### src/hdl/axi_master_pkg.sv
`default_nettype none

package axi_master_pkg;

  // bus and line geometry
  localparam int ADDR_W     = 32;
  localparam int DATA_W     = 32;
  localparam int LINE_WORDS = 4;
  localparam int LINE_W     = DATA_W * LINE_WORDS; // one cache line
  localparam int BEAT_IDX_W = 2;
  localparam int AXI_ID_W   = 4;

  // fixed burst shape, one line per burst
  localparam logic [7:0] AXI_LEN_LINE   = 8'd3;   // 4 beats
  localparam logic [2:0] AXI_SIZE_WORD  = 3'd2;   // 4 bytes
  localparam logic [1:0] AXI_BURST_INCR = 2'd1;

  localparam logic [AXI_ID_W-1:0] ID_IFETCH = 4'd0;
  localparam logic [AXI_ID_W-1:0] ID_DATA   = 4'd1;

  localparam logic [1:0] RESP_OKAY = 2'b00;

  // burst_fsm states
  localparam int ST_W_BITS = 3;
  localparam logic [ST_W_BITS-1:0] ST_IDLE = 3'd0;
  localparam logic [ST_W_BITS-1:0] ST_AR   = 3'd1;
  localparam logic [ST_W_BITS-1:0] ST_R    = 3'd2;
  localparam logic [ST_W_BITS-1:0] ST_AW   = 3'd3;
  localparam logic [ST_W_BITS-1:0] ST_W    = 3'd4;
  localparam logic [ST_W_BITS-1:0] ST_B    = 3'd5;
  localparam logic [ST_W_BITS-1:0] ST_DONE = 3'd6;

endpackage

`default_nettype wire

### src/hdl/refill_arbiter.sv
`timescale 1ns/100ps
`default_nettype none

module refill_arbiter import axi_master_pkg::*; (
  input  wire              clk,
  input  wire              rst_n_i,
  input  wire              ifetch_req_i,
  input  wire              data_rd_req_i,
  input  wire              data_wr_req_i,
  input  wire [ADDR_W-1:0] ifetch_addr_i,
  input  wire [ADDR_W-1:0] data_addr_i,
  input  wire              idle_i,
  input  wire              done_i,
  output logic             start_o,
  output logic             is_write_o,
  output logic             grant_data_o,
  output logic [ADDR_W-1:0] addr_o,
  output wire              ifetch_done_o,
  output wire              data_done_o
);

  wire any_req;
  wire data_req;
  wire pick;

  assign data_req = data_wr_req_i | data_rd_req_i;
  assign any_req  = data_req | ifetch_req_i;

  // the fsm still shows idle in the start cycle, so skip it there
  assign pick = idle_i & ~start_o & any_req;

  always_ff @(posedge clk or negedge rst_n_i) begin
    if (!rst_n_i) begin
      start_o      <= 1'b0;
      is_write_o   <= 1'b0;
      grant_data_o <= 1'b0;
    end else begin
      start_o <= pick;
      if (pick) begin
        // writeback wins over data read, data side over ifetch
        is_write_o   <= data_wr_req_i;
        grant_data_o <= data_req;
      end
    end
  end

  // address of the winner, held for the whole burst
  always_ff @(posedge clk) begin
    if (pick) begin
      addr_o <= data_req ? data_addr_i : ifetch_addr_i;
    end
  end

  // done goes back only to the side that owns the burst
  assign ifetch_done_o = done_i & ~grant_data_o;
  assign data_done_o   = done_i & grant_data_o;

endmodule

`default_nettype wire

### src/hdl/burst_fsm.sv
`timescale 1ns/100ps
`default_nettype none

module burst_fsm import axi_master_pkg::*; (
  input  wire                 clk,
  input  wire                 rst_n_i,
  input  wire                 start_i,
  input  wire                 is_write_i,
  input  wire                 grant_data_i,
  input  wire [ADDR_W-1:0]    addr_i,
  input  wire                 last_beat_i,
  input  wire                 arready_i,
  input  wire                 rvalid_i,
  input  wire                 rlast_i,
  input  wire                 awready_i,
  input  wire                 wready_i,
  input  wire                 bvalid_i,
  output wire                 idle_o,
  output wire                 done_o,
  output wire                 beat_o,
  output wire                 arvalid_o,
  output wire [ADDR_W-1:0]    araddr_o,
  output wire [AXI_ID_W-1:0]  arid_o,
  output wire                 rready_o,
  output wire                 awvalid_o,
  output wire [ADDR_W-1:0]    awaddr_o,
  output wire [AXI_ID_W-1:0]  awid_o,
  output wire                 wvalid_o,
  output wire                 wlast_o,
  output wire                 bready_o
);

  logic [ST_W_BITS-1:0] state_q;
  logic [ST_W_BITS-1:0] state_d;
  wire  [AXI_ID_W-1:0]  id;

  always_ff @(posedge clk or negedge rst_n_i) begin
    if (!rst_n_i) begin
      state_q <= ST_IDLE;
    end else begin
      state_q <= state_d;
    end
  end

  always_comb begin
    state_d = state_q;
    case (state_q)
      ST_IDLE: begin
        if (start_i) begin
          state_d = is_write_i ? ST_AW : ST_AR;
        end
      end
      ST_AR:   if (arready_i)           state_d = ST_R;
      ST_R:    if (rvalid_i && rlast_i) state_d = ST_DONE; // slave marks the end
      ST_AW:   if (awready_i)           state_d = ST_W;
      ST_W: begin
        // our own count decides the last write beat
        if (wready_i && last_beat_i) begin
          state_d = ST_B;
        end
      end
      ST_B:    if (bvalid_i)            state_d = ST_DONE;
      ST_DONE:                          state_d = ST_IDLE;
      default:                          state_d = ST_IDLE;
    endcase
  end

  assign id = grant_data_i ? ID_DATA : ID_IFETCH;

  assign idle_o = (state_q == ST_IDLE);
  assign done_o = (state_q == ST_DONE);

  // address channels, addr_i is held by the arbiter
  assign arvalid_o = (state_q == ST_AR);
  assign araddr_o  = addr_i;
  assign arid_o    = id;
  assign awvalid_o = (state_q == ST_AW);
  assign awaddr_o  = addr_i;
  assign awid_o    = id;

  assign rready_o  = (state_q == ST_R);
  assign wvalid_o  = (state_q == ST_W);
  assign wlast_o   = wvalid_o & last_beat_i;
  assign bready_o  = (state_q == ST_B);

  // one pulse per accepted data beat, read or write
  assign beat_o = (rready_o & rvalid_i) | (wvalid_o & wready_i);

endmodule

`default_nettype wire

### src/hdl/beat_counter.sv
`timescale 1ns/100ps
`default_nettype none

module beat_counter import axi_master_pkg::*; (
  input  wire                   clk,
  input  wire                   rst_n_i,
  input  wire                   clear_i,
  input  wire                   beat_i,
  output logic [BEAT_IDX_W-1:0] beat_idx_o,
  output wire                   last_beat_o
);

  always_ff @(posedge clk or negedge rst_n_i) begin
    if (!rst_n_i) begin
      beat_idx_o <= '0;
    end else if (clear_i) begin
      beat_idx_o <= '0;            // new burst
    end else if (beat_i) begin
      beat_idx_o <= beat_idx_o + 1'b1; // wraps after the 4th beat
    end
  end

  assign last_beat_o = (beat_idx_o == BEAT_IDX_W'(LINE_WORDS - 1));

endmodule

`default_nettype wire

### src/hdl/line_buffer.sv
`timescale 1ns/100ps
`default_nettype none

module line_buffer import axi_master_pkg::*; (
  input  wire                  clk,
  input  wire                  rst_n_i,
  input  wire                  start_i,
  input  wire                  is_write_i,
  input  wire [LINE_W-1:0]     wline_i,
  input  wire                  beat_i,
  input  wire [BEAT_IDX_W-1:0] beat_idx_i,
  input  wire                  rvalid_i,
  input  wire [DATA_W-1:0]     rdata_i,
  input  wire [1:0]            rresp_i,
  input  wire                  bvalid_i,
  input  wire                  bready_i,
  input  wire [1:0]            bresp_i,
  output wire [DATA_W-1:0]     wdata_o,
  output wire [LINE_W-1:0]     line_o,
  output logic                 err_o
);

  logic [LINE_WORDS-1:0][DATA_W-1:0] line_q; // word 0 in the low bits
  wire  rd_beat;
  wire  rd_err;
  wire  wr_err;

  assign rd_beat = beat_i & rvalid_i & ~is_write_i;
  assign rd_err  = rd_beat & (rresp_i != RESP_OKAY);
  assign wr_err  = bvalid_i & bready_i & (bresp_i != RESP_OKAY);

  always_ff @(posedge clk) begin
    if (start_i && is_write_i) begin
      line_q <= wline_i;           // writeback line from the data side
    end else if (rd_beat) begin
      line_q[beat_idx_i] <= rdata_i;
    end
  end

  // sticky over one burst
  always_ff @(posedge clk or negedge rst_n_i) begin
    if (!rst_n_i) begin
      err_o <= 1'b0;
    end else if (start_i) begin
      err_o <= 1'b0;
    end else if (rd_err || wr_err) begin
      err_o <= 1'b1;
    end
  end

  assign wdata_o = line_q[beat_idx_i];
  assign line_o  = line_q;

endmodule

`default_nettype wire

### src/hdl/axi_master_top.sv
`timescale 1ns/100ps
`default_nettype none

module axi_master_top import axi_master_pkg::*; (
  input  wire                 clk,
  input  wire                 rst_n_i,
  // ifetch requester, line reads only
  input  wire                 ifetch_req_i,
  input  wire [ADDR_W-1:0]    ifetch_addr_i,
  output wire                 ifetch_done_o,
  output wire [LINE_W-1:0]    ifetch_line_o,
  // data requester, line reads and writebacks
  input  wire                 data_rd_req_i,
  input  wire                 data_wr_req_i,
  input  wire [ADDR_W-1:0]    data_addr_i,
  input  wire [LINE_W-1:0]    data_wline_i,
  output wire                 data_done_o,
  output wire [LINE_W-1:0]    data_rline_o,
  output wire                 err_o,
  // write address
  output wire                 awvalid_o,
  input  wire                 awready_i,
  output wire [ADDR_W-1:0]    awaddr_o,
  output wire [AXI_ID_W-1:0]  awid_o,
  output wire [7:0]           awlen_o,
  output wire [2:0]           awsize_o,
  output wire [1:0]           awburst_o,
  // write data
  output wire                 wvalid_o,
  input  wire                 wready_i,
  output wire [DATA_W-1:0]    wdata_o,
  output wire [DATA_W/8-1:0]  wstrb_o,
  output wire                 wlast_o,
  // write response
  input  wire                 bvalid_i,
  output wire                 bready_o,
  input  wire [1:0]           bresp_i,
  input  wire [AXI_ID_W-1:0]  bid_i,   // one burst in flight, id never compared
  // read address
  output wire                 arvalid_o,
  input  wire                 arready_i,
  output wire [ADDR_W-1:0]    araddr_o,
  output wire [AXI_ID_W-1:0]  arid_o,
  output wire [7:0]           arlen_o,
  output wire [2:0]           arsize_o,
  output wire [1:0]           arburst_o,
  // read data
  input  wire                 rvalid_i,
  output wire                 rready_o,
  input  wire [DATA_W-1:0]    rdata_i,
  input  wire [1:0]           rresp_i,
  input  wire                 rlast_i,
  input  wire [AXI_ID_W-1:0]  rid_i    // same as bid_i
);

  wire                  start;
  wire                  is_write;
  wire                  grant_data;
  wire [ADDR_W-1:0]     addr;
  wire                  idle;
  wire                  done;
  wire                  beat;
  wire [BEAT_IDX_W-1:0] beat_idx;
  wire                  last_beat;
  wire [LINE_W-1:0]     line;

  // burst shape is the same for every transfer
  assign awlen_o   = AXI_LEN_LINE;
  assign awsize_o  = AXI_SIZE_WORD;
  assign awburst_o = AXI_BURST_INCR;
  assign arlen_o   = AXI_LEN_LINE;
  assign arsize_o  = AXI_SIZE_WORD;
  assign arburst_o = AXI_BURST_INCR;
  assign wstrb_o   = {(DATA_W/8){1'b1}}; // full lines only

  assign ifetch_line_o = line;
  assign data_rline_o  = line;

  refill_arbiter u_refill_arbiter (
    .clk           (clk),
    .rst_n_i       (rst_n_i),
    .ifetch_req_i  (ifetch_req_i),
    .data_rd_req_i (data_rd_req_i),
    .data_wr_req_i (data_wr_req_i),
    .ifetch_addr_i (ifetch_addr_i),
    .data_addr_i   (data_addr_i),
    .idle_i        (idle),
    .done_i        (done),
    .start_o       (start),
    .is_write_o    (is_write),
    .grant_data_o  (grant_data),
    .addr_o        (addr),
    .ifetch_done_o (ifetch_done_o),
    .data_done_o   (data_done_o)
  );

  burst_fsm u_burst_fsm (
    .clk          (clk),
    .rst_n_i      (rst_n_i),
    .start_i      (start),
    .is_write_i   (is_write),
    .grant_data_i (grant_data),
    .addr_i       (addr),
    .last_beat_i  (last_beat),
    .arready_i    (arready_i),
    .rvalid_i     (rvalid_i),
    .rlast_i      (rlast_i),
    .awready_i    (awready_i),
    .wready_i     (wready_i),
    .bvalid_i     (bvalid_i),
    .idle_o       (idle),
    .done_o       (done),
    .beat_o       (beat),
    .arvalid_o    (arvalid_o),
    .araddr_o     (araddr_o),
    .arid_o       (arid_o),
    .rready_o     (rready_o),
    .awvalid_o    (awvalid_o),
    .awaddr_o     (awaddr_o),
    .awid_o       (awid_o),
    .wvalid_o     (wvalid_o),
    .wlast_o      (wlast_o),
    .bready_o     (bready_o)
  );

  beat_counter u_beat_counter (
    .clk         (clk),
    .rst_n_i     (rst_n_i),
    .clear_i     (start),
    .beat_i      (beat),
    .beat_idx_o  (beat_idx),
    .last_beat_o (last_beat)
  );

  line_buffer u_line_buffer (
    .clk        (clk),
    .rst_n_i    (rst_n_i),
    .start_i    (start),
    .is_write_i (is_write),
    .wline_i    (data_wline_i),
    .beat_i     (beat),
    .beat_idx_i (beat_idx),
    .rvalid_i   (rvalid_i),
    .rdata_i    (rdata_i),
    .rresp_i    (rresp_i),
    .bvalid_i   (bvalid_i),
    .bready_i   (bready_o),
    .bresp_i    (bresp_i),
    .wdata_o    (wdata_o),
    .line_o     (line),
    .err_o      (err_o)
  );

endmodule

`default_nettype wire

### config.mk
export PLATFORM = sky130hd
export DESIGN_NAME = axi_master_top
export DESIGN_NICKNAME = d
export VERILOG_FILES = /design/src/hdl/axi_master_pkg.sv /design/src/hdl/refill_arbiter.sv /design/src/hdl/burst_fsm.sv /design/src/hdl/beat_counter.sv /design/src/hdl/line_buffer.sv /design/src/hdl/axi_master_top.sv
export SDC_FILE = /design/constraint.sdc
export NUM_CORES = 1
export LEC_CHECK = 0
export BUFFER_PORTS_ARGS = -buffer_cell sky130_fd_sc_hd__buf_4
export CAP_MARGIN = 25
export CORE_AREA = 2 2 252 254
export CTS_CLUSTER_SIZE = 30
export DETAILED_ROUTE_END_ITERATION = 10
export DIE_AREA = 0 0 254 256
export MAX_ROUTING_LAYER = met4
export PLACE_DENSITY = 0.43
export SLEW_MARGIN = 20
export SYNTH_ARGS = -nofsm -noshare
export SYNTH_HDL_FRONTEND = slang
export SYNTH_SLANG_ARGS = --single-unit
### constraint.sdc
create_clock -name clk -period 5.4 [get_ports clk]
set_clock_uncertainty 0.2 [all_clocks]
set_input_delay 0.27 -clock clk [delete_from_list [all_inputs] [get_ports clk]]
set_output_delay 0.27 -clock clk [all_outputs]
set_load 0.05 [all_outputs]
Word level (Yosys, flattened, before mapping)

Index checks and enable logic that the tools add are counted.

$add $sub $neg: 1
Magnitude comparators: 2
Equality and inequality tests: 13
Multiplexer cells: 21
Bitwise logic cells: 18
Reductions and logical operators: 12

Operator list:

| kind                | number |
|---|---|
| $mux 128            | 2 |
| $bwmux 128          | 1 |
| $mux 32             | 3 |
| $bmux 32 s2         | 1 |
| $demux 32 s2        | 1 |
| $mux 3              | 6 |
| $pmux 3 s6          | 1 |
| $and 1x1->1         | 12 |
| $reduce_bool 2->1   | 5 |
| $eq 3x3->1 const B  | 3 |
| $ne 2x2->1 const B  | 4 |
| $eq 3x2->1 const B  | 2 |
| $mux 2              | 3 |
| $reduce_and 6->1    | 1 |
| $logic_and 1x1->1   | 4 |
| $ne 2x1->1 const B  | 2 |
| $eq 3x1->1 const B  | 1 |
| $logic_not 3->1     | 1 |
| $lt 2x3->1 const B  | 1 |
| $mux 1              | 3 |
| $not 1->1           | 3 |
| $or 1x1->1          | 3 |
| $add 2x1->2 const B | 1 |
| $eq 2x2->1 const B  | 1 |
| other kinds (2)     | 2 |

Register bits after elaboration: 169
Output and inout port bits: 399
Word-level logic and storage cells: 78

Logic depth before layout (Yosys ltp)

Word-level depth: 9
Gate-level depth with buffers: 8
Depth with buffers taken out: 5

Modules after synthesis

From an unflattened synthesis, not the netlist that was laid out.

Cell total of the unflattened synthesis: 695
Area, all modules: 9,773.1 um2

By module, submodules not included:

| module         | times used | cells an instance | area each (um2) | seq. area each (um2) |
|---|---|---|---|---|
| line_buffer    | 1          | 342               | 6,157.2         | 3,868.7 |
| refill_arbiter | 1          | 80                | 1,502.7         | 1,036.0 |
| axi_master_top | 1          | 160               | 1,193.6         | 0.0 |
| burst_fsm      | 1          | 106               | 830.8           | 75.1 |
| beat_counter   | 1          | 7                 | 88.8            | 50.0 |

Worst setup path before layout

No wires, ideal clock.

Path type: reg-to-reg
Start: register, netlist name u_beat_counter.beat_idx_o[0]
End: register u_line_buffer.line_q, in the netlist u_line_buffer.line_o[64] (enable)
Setup time: 0.388 ns
Arrival: 2.213 ns
Required time: 4.812 ns
Path slack: 2.599 ns
Stages on the path, launching flop included: 8
Buffers on the path: 4
Clock period less this slack: 2.801 ns
Cell sequence: dfrtp_1 -> buf_2 -> buf_2 -> inv_1 -> ha_1 -> clkbuf_1 -> clkbuf_1 -> a21o_1

RTL lines:

| element                       | line              | RTL |
|---|---|---|
| end signal, assigned          | line_buffer.sv:34 | `line_q <= wline_i;` |
| end signal, assigned by index | line_buffer.sv:36 | `line_q[beat_idx_i] <= rdata_i;` |
| end, declared                 | line_buffer.sv:23 | `logic [LINE_WORDS-1:0][DATA_W-1:0] line_q;` |

==> qor_table.md <==
| Metric | Reported | Unit |
|:---|:---|:---|
| Clock Sink Count | 169 | - |
| Critical Setup Path Class | flip-flop to flip-flop | - |
| Total overflow reported by the global router | 0 | - |
| Layout cell share with drive strength beyond 1 | 0.4291 | - |
| Buffer levels on the longest clock path | 2 | - |
| Reported max-cap violation count | 0 | - |
| Fraction of synthesis flops using an asynchronous set or reset pin | 0.05325 | - |
| Post-detailed-placement half-perimeter wirelength | 32,840 | um |
| Worst Tran Pin Value | 0.9712 | ns |
| Power density cells | 535.3 | mW/mm^2 |
| Main flop type after synthesis | sky130_fd_sc_hd__edfxtp_1 | - |
| Detailed-routed wire length on met2 | 24,210 | um |
| Via Count | 9,561 | - |
| Result of the run | finished, final reports clean | - |
| Pleak | 7.560 | nW |
| Total power of the final layout | 9.580 | mW |
| Worst stage delay on the critical path | 0.98 | ns |
| Max stage delay cell, worst path | sky130_fd_sc_hd__ha_2 | - |
| Global-route usage over all layers | 0.1408 | - |
| Number of library cell types mapped by synthesis | 39 | - |
| Maximum clock rate | 302.6 | MHz |
| Worst Path Buf+Inv | 1 | - |
| Hold Crit Class | input port to flip-flop | - |
| Wire length of the first global-routing pass | 64,270 | um |
| Startpoint type of the worst setup path | flip-flop | - |
| Hold Violations, Final | 0 | - |
| Number of CTS-inserted buffers | 17 | - |
| Largest net degree at the start of global routing | 145 | - |
| Number of placement rows | 92 | - |
| Count of state elements after synthesis | 169 | - |
| Total DRC errors in the routed layout | 0 | - |
| Number of antenna violations at the first check in global routing | 7 | - |
| Area of the mapped netlist | 0.01001 | sq mm |
| Min setup slack post-route | 2.095 | ns |
| Critical path arrival | 3.21 | ns |
| Starting density of the core | 0.1604 | - |
| Detailed-routing iteration count for the pre-antenna-repair pass | 7 | - |
| Port Buffer Count | 601 | - |
| Final worst path period share | 0.6121 | - |
| Via count of the first global-routing pass | 9,795 | - |
| Die width | 254 | um |
| Cell at the root of the clock tree | sky130_fd_sc_hd__clkbuf_16 | - |
| Total length of routed wires | 45,600 | um |
| Number of enable flip-flop cells after synthesis | 160 | - |
| Synth-to-Final Area Change | 78.79 | % |
| Final design utilization | 0.2868 | - |
| Wire length per cell | 17.94 | um |
| Synthesis warning total | 0 | - |
| Ordered list of cells on the worst path | ha_2, a21o_2, buf_4 | - |
| Data required time of the worst path | 5.30 | ns |
| Final min period | 3.305 | ns |
| Met1 routed wirelength after detailed routing | 17,890 | um |
| Final-report max-slew violation count | 0 | - |
| Number of top-level design ports | 646 | - |
| Clock transition at path regs | 0.07 | ns |
| Worst-skew pair later-pin latency | 0.47 | ns |
| Fin Setup TNS | 0 | ns |
| Post-Synthesis Cells | 941 | - |
| Sequential area share after synthesis | 0.5025 | - |
| Critical path fanouts, max | 36 | - |
| Core outline area | 0.06239 | sq mm |
| Die height | 256 | um |
| Top Family by Delay on Critical Path | adder cells | - |
| Largest vdd supply drop | 0.2415 | mV |
| Highest metal layer with signal wires | met4 | - |
| Top cells by area, synth | sky130_fd_sc_hd__edfxtp_1, sky130_fd_sc_hd__buf_4, sky130_fd_sc_hd__nand2_1, sky130_fd_sc_hd__mux4_2, sky130_fd_sc_hd__o21ai_0 | - |
| Final weighted congestion of routability-driven global placement | 0.7677 | - |
| Ratio of routed vias to standard cells | 3.761 | - |
| CTS tree | built | - |
| Count of nets left with antenna violations after detail routing | 0 | - |
| Final setup violation count | 0 | - |
| Area share of the leading cell type in the synthesized netlist | 0.4800 | - |
| Post-Syn Area per Cell | 10.64 | sq um |
| Met3 wire length | 3004 | um |
| Final layout net count | 1,930 | - |
| Critical path endpoint category | flip-flop | - |
| Pre-CTS setup slack | 1.951 | ns |
| Number of H-tree levels | 4 | - |
| Tightest slew margin relative to the limit | 0.3525 | - |
| RSZ-0062 raised after global routing | false | - |
| Area of the die | 0.06502 | sq mm |
| Leading area contributor after synthesis | sky130_fd_sc_hd__edfxtp_1 | - |
| Violation count after the first detailed-route iteration | 490 | - |
==> sequential cells by signal, summed over array words and instances, names as in the netlist <==
register                       flops
u_beat_counter.beat_idx_o          2
u_burst_fsm.state_q                3
u_line_buffer.err_o                1
u_line_buffer.line_o             128
u_refill_arbiter.addr_o           32
u_refill_arbiter.grant_data_o      1
u_refill_arbiter.is_write_o        1
u_refill_arbiter.start_o           1
==> final timing paths <==
kind | start | end | slack [ns] | cells after the start
max reg2reg | u_beat_counter.beat_idx_o[0]$_DFFE_PN0P_ | u_line_buffer.line_o[50]$_DFFE_PP_ | 2.09 | 3
min in group asynchronous | rst_n_i | u_line_buffer.err_o$_DFFE_PN0P_ | 0.62 | 3
max | u_beat_counter.beat_idx_o[0]$_DFFE_PN0P_ | u_line_buffer.line_o[50]$_DFFE_PP_ | 2.09 | 3
min reg2reg | u_refill_arbiter.start_o$_DFF_PN0_ | u_beat_counter.beat_idx_o[0]$_DFFE_PN0P_ | 0.44 | 1
max in group asynchronous | rst_n_i | u_beat_counter.beat_idx_o[0]$_DFFE_PN0P_ | 4.02 | 3
min | rlast_i | u_burst_fsm.state_q[2]$_DFFE_PN0P_ | 0.07 | 5
==> cells in the final DEF (no fill, tap or decap), types with 4 or more instances in the layout <==
| cell type | instances |
|---|---|
| sky130_fd_sc_hd__buf_4 | 611 |
| sky130_fd_sc_hd__conb_1 | 36 |
| sky130_fd_sc_hd__mux2_2 | 33 |
| sky130_fd_sc_hd__ha_2 | 4 |
| sky130_fd_sc_hd__o21ai_1 | 47 |
| sky130_fd_sc_hd__dfrtp_1 | 7 |
| sky130_fd_sc_hd__nand2_1 | 265 |
| sky130_fd_sc_hd__nor2_1 | 8 |
| sky130_fd_sc_hd__edfxtp_1 | 160 |
| sky130_fd_sc_hd__mux4_2 | 32 |
| sky130_fd_sc_hd__clkbuf_16 | 17 |
| sky130_fd_sc_hd__dlygate4sd3_1 | 331 |
| sky130_fd_sc_hd__o21ai_0 | 84 |
| sky130_fd_sc_hd__inv_1 | 4 |
| sky130_fd_sc_hd__inv_8 | 4 |
| sky130_fd_sc_hd__inv_6 | 5 |
| sky130_fd_sc_hd__diode_2 | 4 |
| sky130_fd_sc_hd__and2_1 | 4 |
==> cell type report <==
type                       count  area (sq um)
inverter                       4         15.01
tap                          846          1059
sequential                   169          5035
multi-input combinational    544          3276
timing repair buffer         943          7920
clock buffer                  17         425.4
clock inverter                15         156.4
antenna                        4         10.01
fill                        6597         44490
==> kinds of logic after synthesis <==
| kind of cell | after synthesis | synth area share |
|---|---|---|
| and+or+nand+nor | 292 | 0.1167 |
| buffers and inverters | 262 | 0.1856 |
| DFF | 169 | 0.5025 |
| AOI/OAI and AO/OA | 144 | 0.07738 |
| muxes | 67 | 0.1111 |
| adders and majority gates | 4 | 0.005000 |
| other | 2 | 0.0007503 |
| xor gates and xnor gates | 1 | 0.0008752 |
==> synth_stat cells (3+ instances only) <==
cell type / count
sky130_fd_sc_hd__mux4_2: 32
sky130_fd_sc_hd__dfrtp_1: 9
sky130_fd_sc_hd__clkbuf_1: 28
sky130_fd_sc_hd__o21ai_0: 84
sky130_fd_sc_hd__inv_1: 4
sky130_fd_sc_hd__mux2_2: 33
sky130_fd_sc_hd__clkbuf_2: 3
sky130_fd_sc_hd__ha_1: 4
sky130_fd_sc_hd__nand2_1: 265
sky130_fd_sc_hd__and2_1: 5
sky130_fd_sc_hd__buf_2: 12
sky130_fd_sc_hd__edfxtp_1: 160
sky130_fd_sc_hd__buf_4: 201
sky130_fd_sc_hd__nand3b_1: 3
sky130_fd_sc_hd__nor2_1: 9
sky130_fd_sc_hd__a21o_1: 4
sky130_fd_sc_hd__buf_6: 12
sky130_fd_sc_hd__o21ai_1: 47
==> worst reg2reg max path: stages, from the launching register on <==
cell	delay, ns
sky130_fd_sc_hd__dfrtp_4	0.97
sky130_fd_sc_hd__ha_2	0.99
sky130_fd_sc_hd__a21o_2	0.25
sky130_fd_sc_hd__buf_4	0.49
==> power by group <==
part | switching [mW] | total [mW] | internal, mW
combinational | 3.88 | 5.88 | 1.99
clock | 0.623 | 1.28 | 0.654
sequential | 0.459 | 2.43 | 1.97
==> metal layers <==
metal | vias up | GRT usage
met5 | - | -
met4 | 0 | 0.03284
met3 | 32 | 0.03539
met2 | 442 | 0.2543
met1 | 4602 | 0.1536
li1 | 4485 | -
==> metrics by stage <==
step | hold WS [ns] | instance area (sq um) | cells
2_1_floorplan | -0.2256 | 10140 | 975
3_3_place_gp | -0.09406 | 13980 | 2175
3_5_place_dp | -0.09256 | 13990 | 2175
4_1_cts | 0.01170 | 17890 | 2538
5_1_grt | 0.07094 | 17900 | 2542
6_report | 0.06650 | 17900 | 2542
==> what timing repair did <==
item	CTS	global route
hold buffers	331	0
setup buffers	0	0
endpoints found under the hold margin	174	0
gates resized for setup	0	0
setup endpoints to repair	0	0
(Power assumes the default switching activity.)
